$ cat src/common/periph_cfg.svh
// Bus geometry, slot assignments and UART reset values, included by the bus RTL
`ifndef PERIPH_CFG_SVH
`define PERIPH_CFG_SVH

// CPU side address width
`define PERI_ADDR_W 11

// Output pins routed through the function selects
`define PERI_NUM_PINS 8

// User slot positions of the full peripherals
`define PERI_SLOT_GPIO 1
`define PERI_SLOT_UART_TX 2

// Byte slots 0 up to this count hold scratch peripherals
`define PERI_NUM_SCRATCH 2

// Clocks per UART bit after reset
`define UART_DIV_RESET 16'd4

`endif

$ cat src/common/periph_pkg.sv
// Shared bus types for the peripheral bus, referenced by scoped name from RTL and testbench
package periph_pkg;

    // Size code on the CPU request port, ACC_NONE means no access
    typedef enum logic [1:0] {
        ACC_BYTE = 2'b00,
        ACC_HALF = 2'b01,
        ACC_WORD = 2'b10,
        ACC_NONE = 2'b11
    } access_size_t;

    // Source of one output pin
    // simple picks the byte slots, otherwise the user slots
    typedef struct packed {
        logic       simple;
        logic [3:0] slot;
    } func_sel_t;

endpackage

$ cat src/logic/byte_scratch.sv
// Byte slot scratch peripheral with four registers, register 0 drives the output pins
`timescale 1ns/1ps

module byte_scratch (
    input  logic       clk,
    input  logic       rst_n,
    input  logic [3:0] i_addr,
    input  logic       i_write,
    input  logic [7:0] i_data,
    output logic [7:0] o_data,
    output logic [7:0] o_pins
);

    logic [3:0][7:0] regs;
    logic            in_range;

    // Only offsets 0 to 3 hold registers
    assign in_range = (i_addr[3:2] == 2'b00);

    always_ff @(posedge clk) begin
        if (!rst_n) begin
            regs <= '0;
        end else if (i_write && in_range) begin
            regs[i_addr[1:0]] <= i_data;
        end
    end

    assign o_data = in_range ? regs[i_addr[1:0]] : 8'h00;
    assign o_pins = regs[0];

endmodule

$ cat src/periph/gpio_ctrl.sv
// GPIO peripheral: output register, input readback and per-pin function selects for the bus
`timescale 1ns/1ps
`include "periph_cfg.svh"

module gpio_ctrl (
    input  logic                                       clk,
    input  logic                                       rst_n,
    input  logic [5:0]                                 i_addr,
    input  logic [31:0]                                i_data,
    input  periph_pkg::access_size_t                   i_write_n,
    input  periph_pkg::access_size_t                   i_read_n,
    input  logic [`PERI_NUM_PINS-1:0]                  i_ui_in,
    output logic [31:0]                                o_data,
    output logic [`PERI_NUM_PINS-1:0]                  o_pins,
    output periph_pkg::func_sel_t [`PERI_NUM_PINS-1:0] o_func_sel
);

    logic                                       wr_en;
    logic                                       rd_en;
    logic                                       sel_hit;
    logic [`PERI_NUM_PINS-1:0]                  gpio_out;
    periph_pkg::func_sel_t [`PERI_NUM_PINS-1:0] func_sel_q;

    assign wr_en = (i_write_n != periph_pkg::ACC_NONE);
    assign rd_en = (i_read_n != periph_pkg::ACC_NONE);

    // Function selects sit at 0x20-0x3C, one word per pin
    assign sel_hit = i_addr[5] && (i_addr[1:0] == 2'b00);

    always_ff @(posedge clk) begin
        if (!rst_n) begin
            gpio_out <= '0;
            // Pin 0 carries UART TX, the rest start on GPIO
            for (int p = 0; p < `PERI_NUM_PINS; p++) begin
                func_sel_q[p].simple <= 1'b0;
                func_sel_q[p].slot   <= (p == 0) ? 4'(`PERI_SLOT_UART_TX)
                                                 : 4'(`PERI_SLOT_GPIO);
            end
        end else if (wr_en) begin
            if (i_addr == 6'h00) begin
                gpio_out <= i_data[`PERI_NUM_PINS-1:0];
            end
            if (sel_hit) begin
                func_sel_q[i_addr[4:2]] <= periph_pkg::func_sel_t'(i_data[4:0]);
            end
        end
    end

    always_comb begin
        o_data = '0;
        if (rd_en) begin
            if (i_addr == 6'h00) begin
                o_data = 32'(gpio_out);
            end else if (i_addr == 6'h04) begin
                o_data = 32'(i_ui_in);
            end else if (sel_hit) begin
                o_data = {27'h0, func_sel_q[i_addr[4:2]]};
            end
        end
    end

    assign o_pins     = gpio_out;
    assign o_func_sel = func_sel_q;

endmodule

$ cat src/periph/periph_bus.sv
// Peripheral bus top: decodes CPU accesses to the slots, holds read data and routes output pins
`timescale 1ns/1ps
`include "periph_cfg.svh"

module periph_bus (
    input  logic                           clk,
    input  logic                           rst_n,

    input  logic [`PERI_NUM_PINS-1:0]      i_ui_in,
    output logic [`PERI_NUM_PINS-1:0]      o_uo_out,

    input  logic [`PERI_ADDR_W-1:0]        i_addr,
    input  logic [31:0]                    i_data,
    input  periph_pkg::access_size_t       i_write_n,
    input  periph_pkg::access_size_t       i_read_n,

    output logic [31:0]                    o_data,
    output logic                           o_data_ready,
    input  logic                           i_read_complete,

    output logic                           o_interrupt
);

    logic        read_req;
    logic        write_req;
    logic        last_read_req;
    logic        data_hold;
    logic        data_ready_r;
    logic [31:0] data_r;

    // Selected slot, straight from the decode
    logic [15:0] user_sel;
    logic [15:0] byte_sel;
    logic [31:0] peri_data;
    logic        peri_ready;

    logic [31:0]               user_data  [16];
    logic                      user_ready [16];
    logic [`PERI_NUM_PINS-1:0] user_pins  [16];
    logic [7:0]                byte_data  [16];
    logic [`PERI_NUM_PINS-1:0] byte_pins  [16];

    periph_pkg::func_sel_t [`PERI_NUM_PINS-1:0] func_sel;

    periph_pkg::access_size_t gpio_write_n;
    periph_pkg::access_size_t gpio_read_n;
    periph_pkg::access_size_t uart_write_n;
    periph_pkg::access_size_t uart_read_n;

    assign read_req  = (i_read_n != periph_pkg::ACC_NONE);
    assign write_req = (i_write_n != periph_pkg::ACC_NONE);

    // Bit 10 switches between byte slots (16 bytes) and user slots (64 bytes)
    always_comb begin
        user_sel = '0;
        byte_sel = '0;
        if (i_addr[10]) begin
            byte_sel[i_addr[7:4]] = 1'b1;
            peri_data  = {24'h0, byte_data[i_addr[7:4]]};
            peri_ready = 1'b1;
        end else begin
            user_sel[i_addr[9:6]] = 1'b1;
            peri_data  = user_data[i_addr[9:6]];
            peri_ready = user_ready[i_addr[9:6]];
        end
    end

    // Capture once per read and keep it until the CPU signals completion
    always_ff @(posedge clk) begin
        if (!rst_n) begin
            data_hold     <= 1'b0;
            last_read_req <= 1'b0;
            data_ready_r  <= 1'b0;
        end else begin
            if (i_read_complete) begin
                data_hold <= 1'b0;
            end
            if (!data_hold && peri_ready && read_req) begin
                data_hold <= 1'b1;
            end
            last_read_req <= read_req;
            // Ready lines up with the registered data
            data_ready_r  <= last_read_req && read_req && peri_ready;
        end
    end

    always_ff @(posedge clk) begin
        if (!data_hold && peri_ready && read_req) begin
            data_r <= peri_data;
        end
    end

    assign o_data       = data_r;
    assign o_data_ready = (data_ready_r && read_req) || write_req;

    // Unselected full peripherals see no access
    assign gpio_write_n = user_sel[`PERI_SLOT_GPIO] ? i_write_n : periph_pkg::ACC_NONE;
    assign gpio_read_n  = user_sel[`PERI_SLOT_GPIO] ? i_read_n : periph_pkg::ACC_NONE;
    assign uart_write_n = user_sel[`PERI_SLOT_UART_TX] ? i_write_n : periph_pkg::ACC_NONE;
    assign uart_read_n  = user_sel[`PERI_SLOT_UART_TX] ? i_read_n : periph_pkg::ACC_NONE;

    gpio_ctrl u_gpio (
        .clk        (clk),
        .rst_n      (rst_n),
        .i_addr     (i_addr[5:0]),
        .i_data     (i_data),
        .i_write_n  (gpio_write_n),
        .i_read_n   (gpio_read_n),
        .i_ui_in    (i_ui_in),
        .o_data     (user_data[`PERI_SLOT_GPIO]),
        .o_pins     (user_pins[`PERI_SLOT_GPIO]),
        .o_func_sel (func_sel)
    );

    uart_tx u_uart_tx (
        .clk         (clk),
        .rst_n       (rst_n),
        .i_addr      (i_addr[5:0]),
        .i_data      (i_data),
        .i_write_n   (uart_write_n),
        .i_read_n    (uart_read_n),
        .o_data      (user_data[`PERI_SLOT_UART_TX]),
        .o_pins      (user_pins[`PERI_SLOT_UART_TX]),
        .o_interrupt (o_interrupt)
    );

    // Empty user slots still answer so a stray read returns zero
    for (genvar s = 0; s < 16; s++) begin : g_user
        assign user_ready[s] = 1'b1;
        if (s != `PERI_SLOT_GPIO && s != `PERI_SLOT_UART_TX) begin : g_empty
            assign user_data[s] = '0;
            assign user_pins[s] = '0;
        end
    end

    for (genvar s = 0; s < 16; s++) begin : g_byte
        if (s < `PERI_NUM_SCRATCH) begin : g_scratch
            byte_scratch u_scratch (
                .clk     (clk),
                .rst_n   (rst_n),
                .i_addr  (i_addr[3:0]),
                .i_write (write_req && byte_sel[s]),
                .i_data  (i_data[7:0]),
                .o_data  (byte_data[s]),
                .o_pins  (byte_pins[s])
            );
        end else begin : g_empty
            assign byte_data[s] = '0;
            assign byte_pins[s] = '0;
        end
    end

    // Pin i takes bit i of whichever peripheral its select names
    for (genvar p = 0; p < `PERI_NUM_PINS; p++) begin : g_pin
        assign o_uo_out[p] = func_sel[p].simple ? byte_pins[func_sel[p].slot][p]
                                                : user_pins[func_sel[p].slot][p];
    end

endmodule

$ cat src/periph/uart_tx.sv
// UART transmitter peripheral with programmable bit divider and frame done interrupt
`timescale 1ns/1ps
`include "periph_cfg.svh"

module uart_tx (
    input  logic                     clk,
    input  logic                     rst_n,
    input  logic [5:0]               i_addr,
    input  logic [31:0]              i_data,
    input  periph_pkg::access_size_t i_write_n,
    input  periph_pkg::access_size_t i_read_n,
    output logic [31:0]              o_data,
    output logic [7:0]               o_pins,
    output logic                     o_interrupt
);

    logic        wr_en;
    logic        rd_en;
    logic        load;
    logic        bit_end;
    logic        busy;
    logic        irq;
    logic [15:0] divider;
    logic [15:0] bit_cnt;
    logic [3:0]  bit_idx;
    // Stop, data and start bits, sent from bit 0 upwards
    logic [9:0]  shift_q;

    assign wr_en   = (i_write_n != periph_pkg::ACC_NONE);
    assign rd_en   = (i_read_n != periph_pkg::ACC_NONE);
    assign load    = wr_en && !busy && (i_addr == 6'h00);
    assign bit_end = (bit_cnt + 16'd1) >= divider;

    always_ff @(posedge clk) begin
        if (!rst_n) begin
            busy    <= 1'b0;
            irq     <= 1'b0;
            divider <= `UART_DIV_RESET;
            bit_cnt <= '0;
            bit_idx <= '0;
        end else begin
            if (wr_en && i_addr == 6'h08) begin
                divider <= i_data[15:0];
            end
            if (wr_en && i_addr == 6'h04) begin
                irq <= 1'b0;
            end
            if (busy) begin
                if (bit_end) begin
                    bit_cnt <= '0;
                    // Frame ends with the stop bit
                    if (bit_idx == 4'd9) begin
                        busy <= 1'b0;
                        irq  <= 1'b1;
                    end else begin
                        bit_idx <= bit_idx + 4'd1;
                    end
                end else begin
                    bit_cnt <= bit_cnt + 16'd1;
                end
            end else if (load) begin
                busy    <= 1'b1;
                bit_cnt <= '0;
                bit_idx <= '0;
            end
        end
    end

    always_ff @(posedge clk) begin
        if (load) begin
            shift_q <= {1'b1, i_data[7:0], 1'b0};
        end else if (busy && bit_end) begin
            shift_q <= {1'b1, shift_q[9:1]};
        end
    end

    always_comb begin
        o_data = '0;
        if (rd_en) begin
            if (i_addr == 6'h00) begin
                o_data = {31'h0, busy};
            end else if (i_addr == 6'h08) begin
                o_data = {16'h0, divider};
            end
        end
    end

    // Line idles high between frames
    assign o_pins      = {7'h0, busy ? shift_q[0] : 1'b1};
    assign o_interrupt = irq;

endmodule

$ cat config.mk
export PLATFORM = sky130hd
export DESIGN_NAME = periph_bus
export DESIGN_NICKNAME = d
export VERILOG_FILES = /design/src/common/periph_pkg.sv /design/src/logic/byte_scratch.sv /design/src/periph/gpio_ctrl.sv /design/src/periph/periph_bus.sv /design/src/periph/uart_tx.sv
export VERILOG_INCLUDE_DIRS = /design/src /design/src/common
export SDC_FILE = /design/constraint.sdc
export NUM_CORES = 1
export LEC_CHECK = 0
export ABC_CLOCK_PERIOD_IN_PS = 8400
export CAP_MARGIN = 15
export CORE_AREA = 8 8 167 169
export CTS_BUF_LIST = sky130_fd_sc_hd__clkbuf_16
export CTS_CLUSTER_DIAMETER = 30
export DETAILED_ROUTE_END_ITERATION = 12
export DIE_AREA = 0 0 175 177
export DONT_BUFFER_PORTS = 1
export SYNTH_ARGS = -nofsm -noshare
export SYNTH_HDL_FRONTEND = slang
export SYNTH_SLANG_ARGS = --single-unit
$ cat constraint.sdc
create_clock -name clk -period 8.4 [get_ports clk]
set_input_delay 1.26 -clock clk [delete_from_list [all_inputs] [get_ports clk]]
set_output_delay 1.26 -clock clk [all_outputs]
set_load 0.01 [all_outputs]
== Word-level counts from Yosys, hierarchy flattened ==
Memory sizes are Yosys's and may differ from the RTL's.
Cells that the tools add are included.
Word-level totals
  output and inout bits: 42
  memories: 1
  flip-flop bits (word level): 194
  bits of input ports: 58
  bits in read-only memories: 16
  latch bits: 0
  memory bits (writable): 0
Memories
  (name not given): depth 16, bits a word 1, read ports 1, clocked after memory_dff 0, write ports 0, RTL line periph_bus.sv:64  | peri_ready = user_ready[i_addr[9:6]];
Operators by class
  div/mod/pow operators: 0
  multipliers: 0
  $lt $le $gt $ge: 19
  muxes and demuxes: 118
  shifts and indexed selects: 0
  reduce and logical (&&, ||, !) cells: 31
  add/sub/neg operators: 2
  equal/unequal tests: 11
  bitwise logic cells: 10
Operators by type and width (number)
  8-bit binary-select mux with 4-bit select: 17
  32-bit 2-to-1 mux: 7
  32-bit binary-select mux with 4-bit select: 1
  8-bit 2-to-1 mux: 12
  32-bit bitwise mux: 2
  16-bit 2-to-1 mux: 4
  5-bit >= comparator (second input constant): 10
  4-bit inverter with 5-bit output: 10
  40-bit bitwise mux: 1
  5-bit 2-to-1 mux: 7
  8-bit binary-select mux with 2-bit select: 2
  4-bit 2-to-1 mux: 8
  1-bit 2-to-1 mux: 28
  7-bit 2-to-1 mux: 4
  6-bit 2-to-1 mux: 4
  1-bit logical AND: 19
  2-bit 2-to-1 mux: 9
  9-bit 2-to-1 mux: 2
  16-bit by 1-bit adder with 16-bit output (second input constant): 1
  8-bit demux with 2-bit select: 1
  16-bit >= comparator: 1
  5-bit binary-select mux with 3-bit select: 1
  5-bit demux with 3-bit select: 1
  3-bit 2-to-1 mux: 5
  20 further kinds: 34

== Longest topological paths before layout ==
Gate-level depths: netlist (run 1).
  word-level depth: 12
  gate-level depth with buffers: 14
  mapped depth without buffers: 12

== Modules after synthesis ==
From an unflattened synthesis (run 1), not the netlist that was laid out.
Second synthesis, totals
  cells, all modules: 1097
  area total of the unflattened synthesis: 10915.5 um2
By module, submodules not included
  byte_scratch: area an instance 1532.7 um2, times used 2, sequential area each 640.6 um2, cells each 143
  uart_tx: area an instance 2982.9 um2, times used 1, sequential area each 1021.0 um2, cells each 333
  gpio_ctrl: area an instance 2849.0 um2, times used 1, sequential area each 960.9 um2, cells each 316
  periph_bus: area an instance 2018.2 um2, times used 1, sequential area each 1021.0 um2, cells each 162

== Worst setup path before layout (run 1) ==
No wires, ideal clock.
  path type: reg-to-reg
  start point: register u_uart_tx.bit_cnt[2]
  end point: register u_uart_tx.shift_q[1], enable pin
  stages on the path, launching flop included: 13
  data arrival time: 3.761 ns
  setup slack: 4.255 ns
  buffers on the path: 1
  period minus slack after synthesis: 4.145 ns
  cell sequence: dfxtp_1 > and3_1 > and4_1 > clkbuf_1 > nand2_1 > or3_1 > xnor2_1 > ha_1 > nand4_1 > or3_1 > or4_1 > and3_4 > o21ai_0
On the way
  longest elaborated chain between the ends: 4
Ends and longest elaborated chain
  start: declaration: RTL line uart_tx.sv:24  | logic [15:0] bit_cnt;
  start signal: assignment: RTL line uart_tx.sv:59  | bit_cnt <= bit_cnt + 16'd1;
  16-bit by 1-bit adder with 16-bit output: RTL line uart_tx.sv:32  | assign bit_end = (bit_cnt + 16'd1) >= divider;
  16-bit >= comparator: RTL line uart_tx.sv:32
  1-bit logical AND: RTL line uart_tx.sv:72  | end else if (busy && bit_end) begin
  2-bit nonzero test (no source line)
  end signal: assignment: RTL line uart_tx.sv:71  | shift_q <= {1'b1, i_data[7:0], 1'b0};
  end signal: assignment: RTL line uart_tx.sv:73  | shift_q <= {1'b1, shift_q[9:1]};
  end: declaration: RTL line uart_tx.sv:27  | logic [9:0] shift_q;
No other way between the ends.
A chain may end at the register's enable or synchronous reset.

== Worst setup path after layout (run 1) ==
  start point: register u_uart_tx.bit_cnt[2]
  end point: register u_uart_tx.bit_idx[1]
On the way
  longest elaborated chain between the ends: 4
Ends and longest elaborated chain
  16-bit by 1-bit adder with 16-bit output: RTL line uart_tx.sv:32
  16-bit >= comparator: RTL line uart_tx.sv:32
  2-bit by 1-bit inequality test with 1-bit output (no source line)
  3-bit AND reduction (no source line)
  end signal: assignment: RTL line uart_tx.sv:56  | bit_idx <= bit_idx + 4'd1;
  end: declaration: RTL line uart_tx.sv:25  | logic [3:0] bit_idx;
No other way between the ends.

==> flow_summary.json, run 1 <==
{
  "status": "finished clean",
  "cts_tree": "built",
  "synthFlopType": "dfxtp_1",
  "synth_most_common_cell": "dfxtp_1",
  "cp_max_fo": 13,
  "drc": 0,
  "portBuffers": 0,
  "seq_area_frac_synth_pct": 44.0,
  "area_growth_pct": 8.44,
  "synth_top_area_share_pct": 35.7,
  "avgRoutedWirePerCell_um": 19.1,
  "drive_gt1_share_pct": 10.0,
  "ioPinCount": 100,
  "synthDistinctLibCells": 58,
  "worstSkewPairLatency_ns": 0.43,
  "cp-start-kind": "flop",
  "fillers": 2537,
  "postCtsHoldBufs": 0,
  "path_delay_family": "simple AND/OR/NAND/NOR gates",
  "pwr-share-clk_pct": 45.8,
  "place_congestion": 0.820,
  "synth_warnings": 0,
  "fin_crit_sh_pct": 54.8,
  "routed_via_density": 5.25,
  "stdcell_area_um2": 9380,
  "start_util_pct": 33.9,
  "wl_um": 22900,
  "cts-resized-gates": 0,
  "finalHoldViolCount": 0,
  "hp-class": "reg2reg",
  "drt-initial-drc-count": 497,
  "finalSetupViolCount": 0,
  "nNetsFinal": 924,
  "p_sw_uw": 414,
  "grt_pass1_vias": 6021,
  "syn_avg_cell_area_um2": 9.81,
  "h-tree-depth": 4,
  "combPwrFrac_pct": 2.5,
  "synth.area.top_cells": "dfxtp_1 (36%), mux2i_1 (13%), edfxtp_1 (8.3%)",
  "synth_area_leader_cell": "dfxtp_1",
  "cts_sinks": 178,
  "cp.arrival_ns": 4.92,
  "path_cells": "and3_1 -> and4_1 -> nand2_1 -> or3_1 -> xnor2_1 -> ha_1 -> nand4_1 -> or3_1 -> or4_1 -> a31oi_1 -> nand2_1 -> mux2i_1",
  "ys_ff_latch": 178,
  "fin_crit_ns": 4.60,
  "worst-path-buf-inv": 0,
  "max_stage_delay_ns": 0.90,
  "p_leak_nw": 3.54,
  "cap_violations": 0,
  "grt_pass1_wl_um": 35300,
  "ys_top_cells_by_count": "dfxtp_1 (154), nor2_1 (124), mux2i_1 (116)",
  "slew_headroom_pct": 21.3,
  "cts.reportedPaths.clkPinSlew_ns": 0.08,
  "swShare_pct": 24.5,
  "core_area_um2": 25500,
  "critPathKind": "reg2reg",
  "grt_max_degree": 67,
  "required_ns": 8.72,
  "grt.total_usage_pct": 14.7,
  "fmax_ghz": 0.217,
  "slew_violations": 0,
  "synthCells": 881,
  "ctsLongestPathBuffers": 2,
  "place_area_um2": 8790,
  "synthArstFlopShare_pct": 0,
  "dr.pass1.iters": 5,
  "synth_edf_count": 24,
  "seqPwrFrac_pct": 51.8,
  "die_area_um2": 31000,
  "hpwl_um": 16000,
  "fin_skew_ns": 0.0127,
  "worst_path_max_delay_cell": "a31oi_1",
  "overflow": 0,
  "internal_power_mw": 1.28,
  "fin_tns_setup_ns": 0,
  "dieHeight_um": 177,
  "root_buffer": "clkbuf_16",
  "cts_buffers": 17,
  "netlist_area_um2": 8650,
  "antenna_found_initial": 2,
  "num_rows": 59,
  "end_kind": "flop",
  "tightest_slew_ns": 1.17,
  "die_w_um": 175,
  "vdd_ir_drop_max_v": 0.000106,
  "rsz0062_at_grt": "no",
  "final_antenna_net_count": 0,
  "via_count": 6283,
  "postCtsSetupBuffers": 0,
  "p_per_area_nw_per_um2": 180
}
-- placed cells by master (no fill, tap or decap), types with 9 or more instances in the layout --
cell type,count
mux4_2,26
nand3_1,24
dfxtp_1,154
a21oi_1,41
clkbuf_16,17
a22o_1,15
conb_1,16
edfxtp_1,24
nand2_1,82
inv_1,24
mux2_2,9
nor2_1,124
and3_1,9
mux2i_1,116
ha_1,19
nor3_1,13
o21ai_0,20
xnor2_1,11
-- power by group through the flow --
stage                     Combinational (mW)  Clock (mW)  Sequential, mW
after floorplan                       0.0543           0           0.892
after global placement                0.0411           0           0.894
after detailed placement              0.0412           0           0.894
after CTS                             0.0412       0.791           0.875
after global routing                  0.0452       0.822           0.875
final                                 0.0417       0.773           0.874
-- metrics by stage --
| step | worst slack (ns) | utilization [%] | hold WS, ns | instances | total power, mW |
|---|---|---|---|---|---|
| finish | 3.80 | 36.8 | 0.461 | 1196 | 1.69 |
| global route | 3.62 | 36.8 | 0.484 | 1196 | 1.74 |
| CTS | 3.77 | 36.8 | 0.464 | 1193 | 1.71 |
| detailed placement | 3.79 | 34.5 | 0.440 | 1161 | 0.936 |
| global placement | 3.80 | 34.5 | 0.431 | 1161 | 0.935 |
| floorplan | 4.25 | - | 0.418 | 896 | 0.947 |
-- worst register-to-register path: cells and delay by family, from the launching register on --
kind / cells / cell delay [ns]
multiplexers: 1 / 0.18
XOR/XNOR: 1 / 0.15
flip-flops: 1 / 0.43
adder cells (fa/ha/maj): 1 / 0.31
AND/OR/NAND/NOR: 8 / 2.54
AO/OA/AOI/OAI: 1 / 0.90
-- flip-flops by register name, summed over array words and instances (netlist names), 4 cells and up --
register and cells:
o_data 16, u_gpio.o_pins 8, u_uart_tx.shift_q 9, u_uart_tx.divider 16, u_uart_tx.bit_cnt 16, g_byte.g_scratch.u_scratch.regs 48, u_gpio.o_func_sel 40, u_uart_tx.bit_idx 4
g_byte.g_scratch.u_scratch.o_pins 16
-- cells by family after synthesis --
kind of cell / Yosys count / synth area share, %
AO/OA/AOI/OAI: 114 / 8.76
XOR/XNOR: 14 / 1.42
adder cells (fa/ha/maj): 19 / 2.75
buffers and inverters: 102 / 5.53
flip-flops: 178 / 44.0
multiplexers: 151 / 21.4
other: 1 / 0.0434
AND/OR/NAND/NOR: 302 / 16.1
-- path summary, 6_finish.rpt --
check                                       endpoint            startpoint  slack, ns  depth (start not counted)
worst min-delay path                    data_ready_r         last_read_req       0.46                          1
worst min register to register          data_ready_r         last_read_req       0.46                          1
worst max register to register  u_uart_tx.bit_idx[1]  u_uart_tx.bit_cnt[2]       3.80                         12
worst max-delay path            u_uart_tx.bit_idx[1]  u_uart_tx.bit_cnt[2]       3.80                         12
-- cell type report --
cell class                 count  area [um^2]  area share [%]
multi-input combinational    616         4420            47.2
inverter                      26         98.8            1.05
timing repair buffer           8         57.6           0.614
antenna                        1         2.50          0.0267
clock inverter                15          144            1.53
tap                          335          419            4.47
clock buffer                  17          425            4.54
sequential                   178         3800            40.6
-- per-layer routing --
metal  part of all wire [%]  track usage [%]
met3                    3.6             3.31
met5                  0.057                0
met2                     51             25.7
met1                     43             17.5
met4                    1.7             4.91
Power figures use the tool's default switching activity.
==> inputs of run 2 (changes only) <==
ABC_CLOCK_PERIOD_IN_PS = 4300   (was 8400)
clock period = 4.3 ns   (was 8.4 ns; I/O delays follow)
==> flow_summary.json, run 2 (synthesis results as in run 1) <==
{
  "root_buffer": "clkbuf_16",
  "finalHoldViolCount": 0,
  "ctsLongestPathBuffers": 2,
  "critPathLaunch": "u_uart_tx.bit_cnt[2]",
  "final_common_cell": "dfxtp_1",
  "drive_gt1_share_pct": 10.4,
  "dieHeight_um": 177,
  "antenna_found_initial": 1,
  "cts_buffers": 17,
  "top_register": "g_byte.g_scratch.u_scratch.regs",
  "overflow": 0,
  "cts-resized-gates": 0,
  "whs_ns": 0.293,
  "cts.reportedPaths.clkPinSlew_ns": 0.07,
  "postCtsSetupBuffers": 0,
  "hpwl_um": 15900,
  "cp_max_fo": 23,
  "cts_sinks": 178,
  "fin_tns_setup_ns": 0,
  "hold_start": "rst_n",
  "fin_crit_sh_pct": 90.6,
  "die_w_um": 175,
  "vdd_ir_drop_max_v": 0.000207,
  "fmax_ghz": 0.257,
  "cap_violations": 0,
  "portBuffers": 0,
  "p_leak_nw": 3.56,
  "dr.pass1.iters": 5,
  "tightest_slew_ns": 1.10,
  "drt-initial-drc-count": 421,
  "avgRoutedWirePerCell_um": 18.9,
  "place_congestion": 0.805,
  "drc": 0,
  "p_per_area_nw_per_um2": 353,
  "n_antenna_cell": 0,
  "final_antenna_net_count": 0,
  "cp.arrival_ns": 4.21,
  "worstSkewPairLatency_ns": 0.43,
  "r2r_start": "u_uart_tx.bit_cnt[2]",
  "critPathKind": "reg2reg",
  "hp-class": "in2reg",
  "required_ns": 4.62,
  "ioPinCount": 100,
  "most-common-layout-cells": "dfxtp_1 (154), nor2_1 (124), mux2i_1 (116), nand2_1 (82), a21oi_1 (41)",
  "die_area_um2": 31000,
  "end_kind": "flop",
  "h-tree-depth": 4,
  "core_area_um2": 25500,
  "finalSetupViolCount": 0,
  "postCtsHoldBufs": 0,
  "cp-start-kind": "flop",
  "wl_um": 22700,
  "fin_crit_ns": 3.90,
  "cts_tree": "built",
  "grt_pass1_vias": 6028,
  "nNetsFinal": 928,
  "grt_max_degree": 71,
  "slew_violations": 0,
  "status": "finished clean",
  "grt_pass1_wl_um": 35100,
  "start_util_pct": 33.9,
  "slew_headroom_pct": 26.9,
  "via_count": 6194,
  "fin_skew_ns": 0.00891,
  "num_rows": 59,
  "rsz0062_at_grt": "no",
  "area_growth_pct": 8.97,
  "largest_reg_flops": 48,
  "routed_via_density": 5.17,
  "grt.total_usage_pct": 14.6
}
[run 2: changes by cell type in the layout (fill, tap and decap cells not counted)]
| cell | previous run | this run |
|---|---|---|
| buf_2 | 1 | 0 |
| clkinv_4 | 3 | 2 |
| inv_6 | 5 | 4 |
| clkinvlp_4 | 0 | 1 |
| bufinv_16 | 0 | 1 |
| buf_12 | 0 | 1 |
| buf_4 | 7 | 11 |
| clkinv_8 | 2 | 1 |
| clkinv_1 | 3 | 2 |
| diode_2 | 1 | 0 |
| inv_2 | 0 | 1 |
[run 2: layout make-up]
class	count	area (um^2)
multi-input combinational	616	4420
tap	335	419
timing repair buffer	12	103
clock inverter	14	148
inverter	26	98.8
sequential	178	3800
fill	2535	16000
clock buffer	17	425
[run 2: critical path, stage by stage, from the launching register on]
cell and delay, ns:
dfxtp_1 0.42, and3_1 0.24, and4_1 0.23, nand2_1 0.09, or3_1 0.42, xnor2_1 0.15, ha_1 0.30, nand4_1 0.13
or3_1 0.45, or4_1 0.60, and4_4 0.30, and3_1 0.20, a221o_1 0.26
[run 2: final timing paths]
check | end | slack [ns] | depth (start not counted)
worst max register to register | u_uart_tx.bit_cnt[5] | 0.40 | 12
worst min register to register | data_ready_r | 0.46 | 1
worst max-delay path | u_uart_tx.bit_cnt[5] | 0.40 | 12
worst min-delay path | u_gpio.o_func_sel[30] | 0.29 | 1
[run 2: stage by stage]
stage	total power [mW]	util, %	cells	worst slack [ns]	cell area (um^2)
after detailed placement	1.83	34.7	1166	0.407	8840
after floorplan	1.85	-	896	0.155	8700
after global placement	1.83	34.7	1166	0.438	8840
final	3.32	37.0	1198	0.403	9420
after CTS	3.35	37.0	1197	0.389	9410
after global routing	3.42	37.0	1198	0.188	9420
[run 2: where the power goes]
group	internal, mW	switching (mW)	leakage, nW	total, mW
Combinational	0.0263	0.0549	1.79	0.0812
Clock	0.817	0.717	0.281	1.53
Sequential	1.70	0.0118	1.49	1.71
Total	2.54	0.784	3.56	3.32
[run 2: layer usage]
| layer | global-route usage [%] | share of wire, % | vias to the layer above |
|---|---|---|---|
| met1 | 17.5 | 44 | 2986 |
| met5 | 0 | 0.057 | - |
| li1 | - | - | 3045 |
| met4 | 5.37 | 2.6 | 2 |
| met2 | 24.9 | 49 | 129 |
| met3 | 3.50 | 4.1 | 32 |
==> inputs of run 3 (changes only) <==
CORE_AREA = 2 2 161 163   (was 8 8 167 169)
DIE_AREA = 0 0 163 165   (was 0 0 175 177)
==> flow_summary.json, run 3 (synthesis results as in run 1) <==
{
  "status": "finished clean",
  "avgRoutedWirePerCell_um": 18.6,
  "worstSkewPairLatency_ns": 0.44,
  "cp.arrival_ns": 4.00,
  "slew_headroom_pct": 27.9,
  "cts_tree": "built",
  "drc": 0,
  "multi_input_area_um2": 4430,
  "setup_slack_ns": 0.440,
  "finalHoldViolCount": 0,
  "fin_crit_sh_pct": 89.8,
  "fillers": 2533,
  "finalSetupViolCount": 0,
  "stdcell_area_um2": 9420,
  "postCtsSetupBuffers": 0,
  "hpwl_um": 15400,
  "top_register": "g_byte.g_scratch.u_scratch.regs",
  "fin_skew_ns": 0.00990,
  "num_rows": 58,
  "area_growth_pct": 8.94,
  "h-tree-depth": 4,
  "fmax_ghz": 0.259,
  "slew_violations": 0,
  "cts_sinks": 178,
  "required_ns": 4.44,
  "antenna_found_initial": 0,
  "grt.total_usage_pct": 17.3,
  "via_count": 6181,
  "cts.reportedPaths.clkPinSlew_ns": 0.07,
  "p_sw_uw": 808,
  "root_buffer": "clkbuf_16",
  "swShare_pct": 24.2,
  "hp-class": "in2reg",
  "cts_buffers": 17,
  "place_area_um2": 8830,
  "tightest_slew_ns": 1.08,
  "seqPwrFrac_pct": 51.3,
  "pre_cts_ws_ns": 0.453,
  "routed_via_density": 5.18,
  "grt_max_degree": 87,
  "postCtsHoldBufs": 0,
  "internal_power_mw": 2.52,
  "stdcell_count": 1194,
  "vdd_ir_drop_max_v": 0.000196,
  "cp_max_fo": 8,
  "pwr-share-clk_pct": 46.3,
  "die_w_um": 163,
  "drive_gt1_share_pct": 10.5,
  "cap_violations": 0,
  "critPathKind": "reg2reg",
  "cts-resized-gates": 0,
  "die_area_um2": 26900,
  "overflow": 0,
  "combPwrFrac_pct": 2.4,
  "cp-start-kind": "flop",
  "fin_util_pct": 37.6,
  "drt-initial-drc-count": 391,
  "final_antenna_net_count": 0,
  "end_kind": "flop",
  "most-common-layout-cells": "dfxtp_1 (154), nor2_1 (124), mux2i_1 (116), nand2_1 (82), a21oi_1 (41)",
  "start_util_pct": 34.5,
  "rsz0062_at_grt": "no",
  "core_area_um2": 25000,
  "ctsLongestPathBuffers": 2,
  "dr.pass1.iters": 7,
  "p_per_area_nw_per_um2": 354,
  "wl_um": 22200,
  "ioPinCount": 100,
  "regArea_um2": 3800,
  "grt_pass1_wl_um": 35300,
  "final_common_cell": "dfxtp_1",
  "grt_pass1_vias": 6084,
  "portBuffers": 0,
  "fin_tns_setup_ns": 0,
  "dieHeight_um": 165,
  "largest_reg_flops": 48,
  "fin_crit_ns": 3.86,
  "nNetsFinal": 927,
  "place_inst": 1160,
  "place_congestion": 0.823,
  "p_leak_nw": 3.56
}
run 3: per-stage QoR:
step	power, mW	hold slack (ns)
6_report	3.33	0.280
3_3_place_gp	1.83	0.433
3_5_place_dp	1.83	0.447
4_1_cts	3.36	0.262
2_1_floorplan	1.85	0.418
5_1_grt	3.45	0.265
run 3: path summary, 6_finish.rpt:
check | startpoint | to | slack, ns | depth (start not counted)
worst min register to register | last_read_req | data_ready_r | 0.45 | 1
worst max register to register | u_uart_tx.bit_cnt[2] | u_uart_tx.shift_q[3] | 0.44 | 12
worst max-delay path | u_uart_tx.bit_cnt[2] | u_uart_tx.shift_q[3] | 0.44 | 12
worst min-delay path | rst_n | u_gpio.o_func_sel[5] | 0.28 | 1
run 3: area by class of cell:
class                   count  share of cell area, %
well taps                 330                   4.38
diodes                      1                 0.0266
inverters                  26                   1.05
clock buffers              18                   4.78
clock inverters            14                   1.34
flip-flops and latches    178                   40.4
repair buffers             11                   1.01
multi-input cells         616                   47.0
run 3: power by group through the flow:
stage	clock (mW)	sequential [mW]	combinational [mW]
detailed placement	0	1.75	0.0806
global route	1.65	1.71	0.0888
finish	1.54	1.71	0.0806
CTS	1.57	1.71	0.0806
floorplan	0	1.74	0.106
global placement	0	1.75	0.0803
run 3: critical path, cell delays in order (launching register included):
cell,delay (ns)
dfxtp_1,0.42
and3_1,0.23
and4_1,0.22
nand2_1,0.07
or3_1,0.42
xnor2_1,0.15
ha_1,0.30
nand4_1,0.13
or3_1,0.44
or4_1,0.60
and3_4,0.23
o21ai_0,0.16
buf_4,0.20
run 3: layer usage:
layer | part of all wire (%) | GRT usage [%] | up-vias
met4 | 2.0 | 5.99 | 0
met2 | 50 | 30.0 | 145
met3 | 4.0 | 3.34 | 31
met1 | 44 | 21.4 | 2961
met5 | 0 | 0 | -
li1 | - | - | 3044
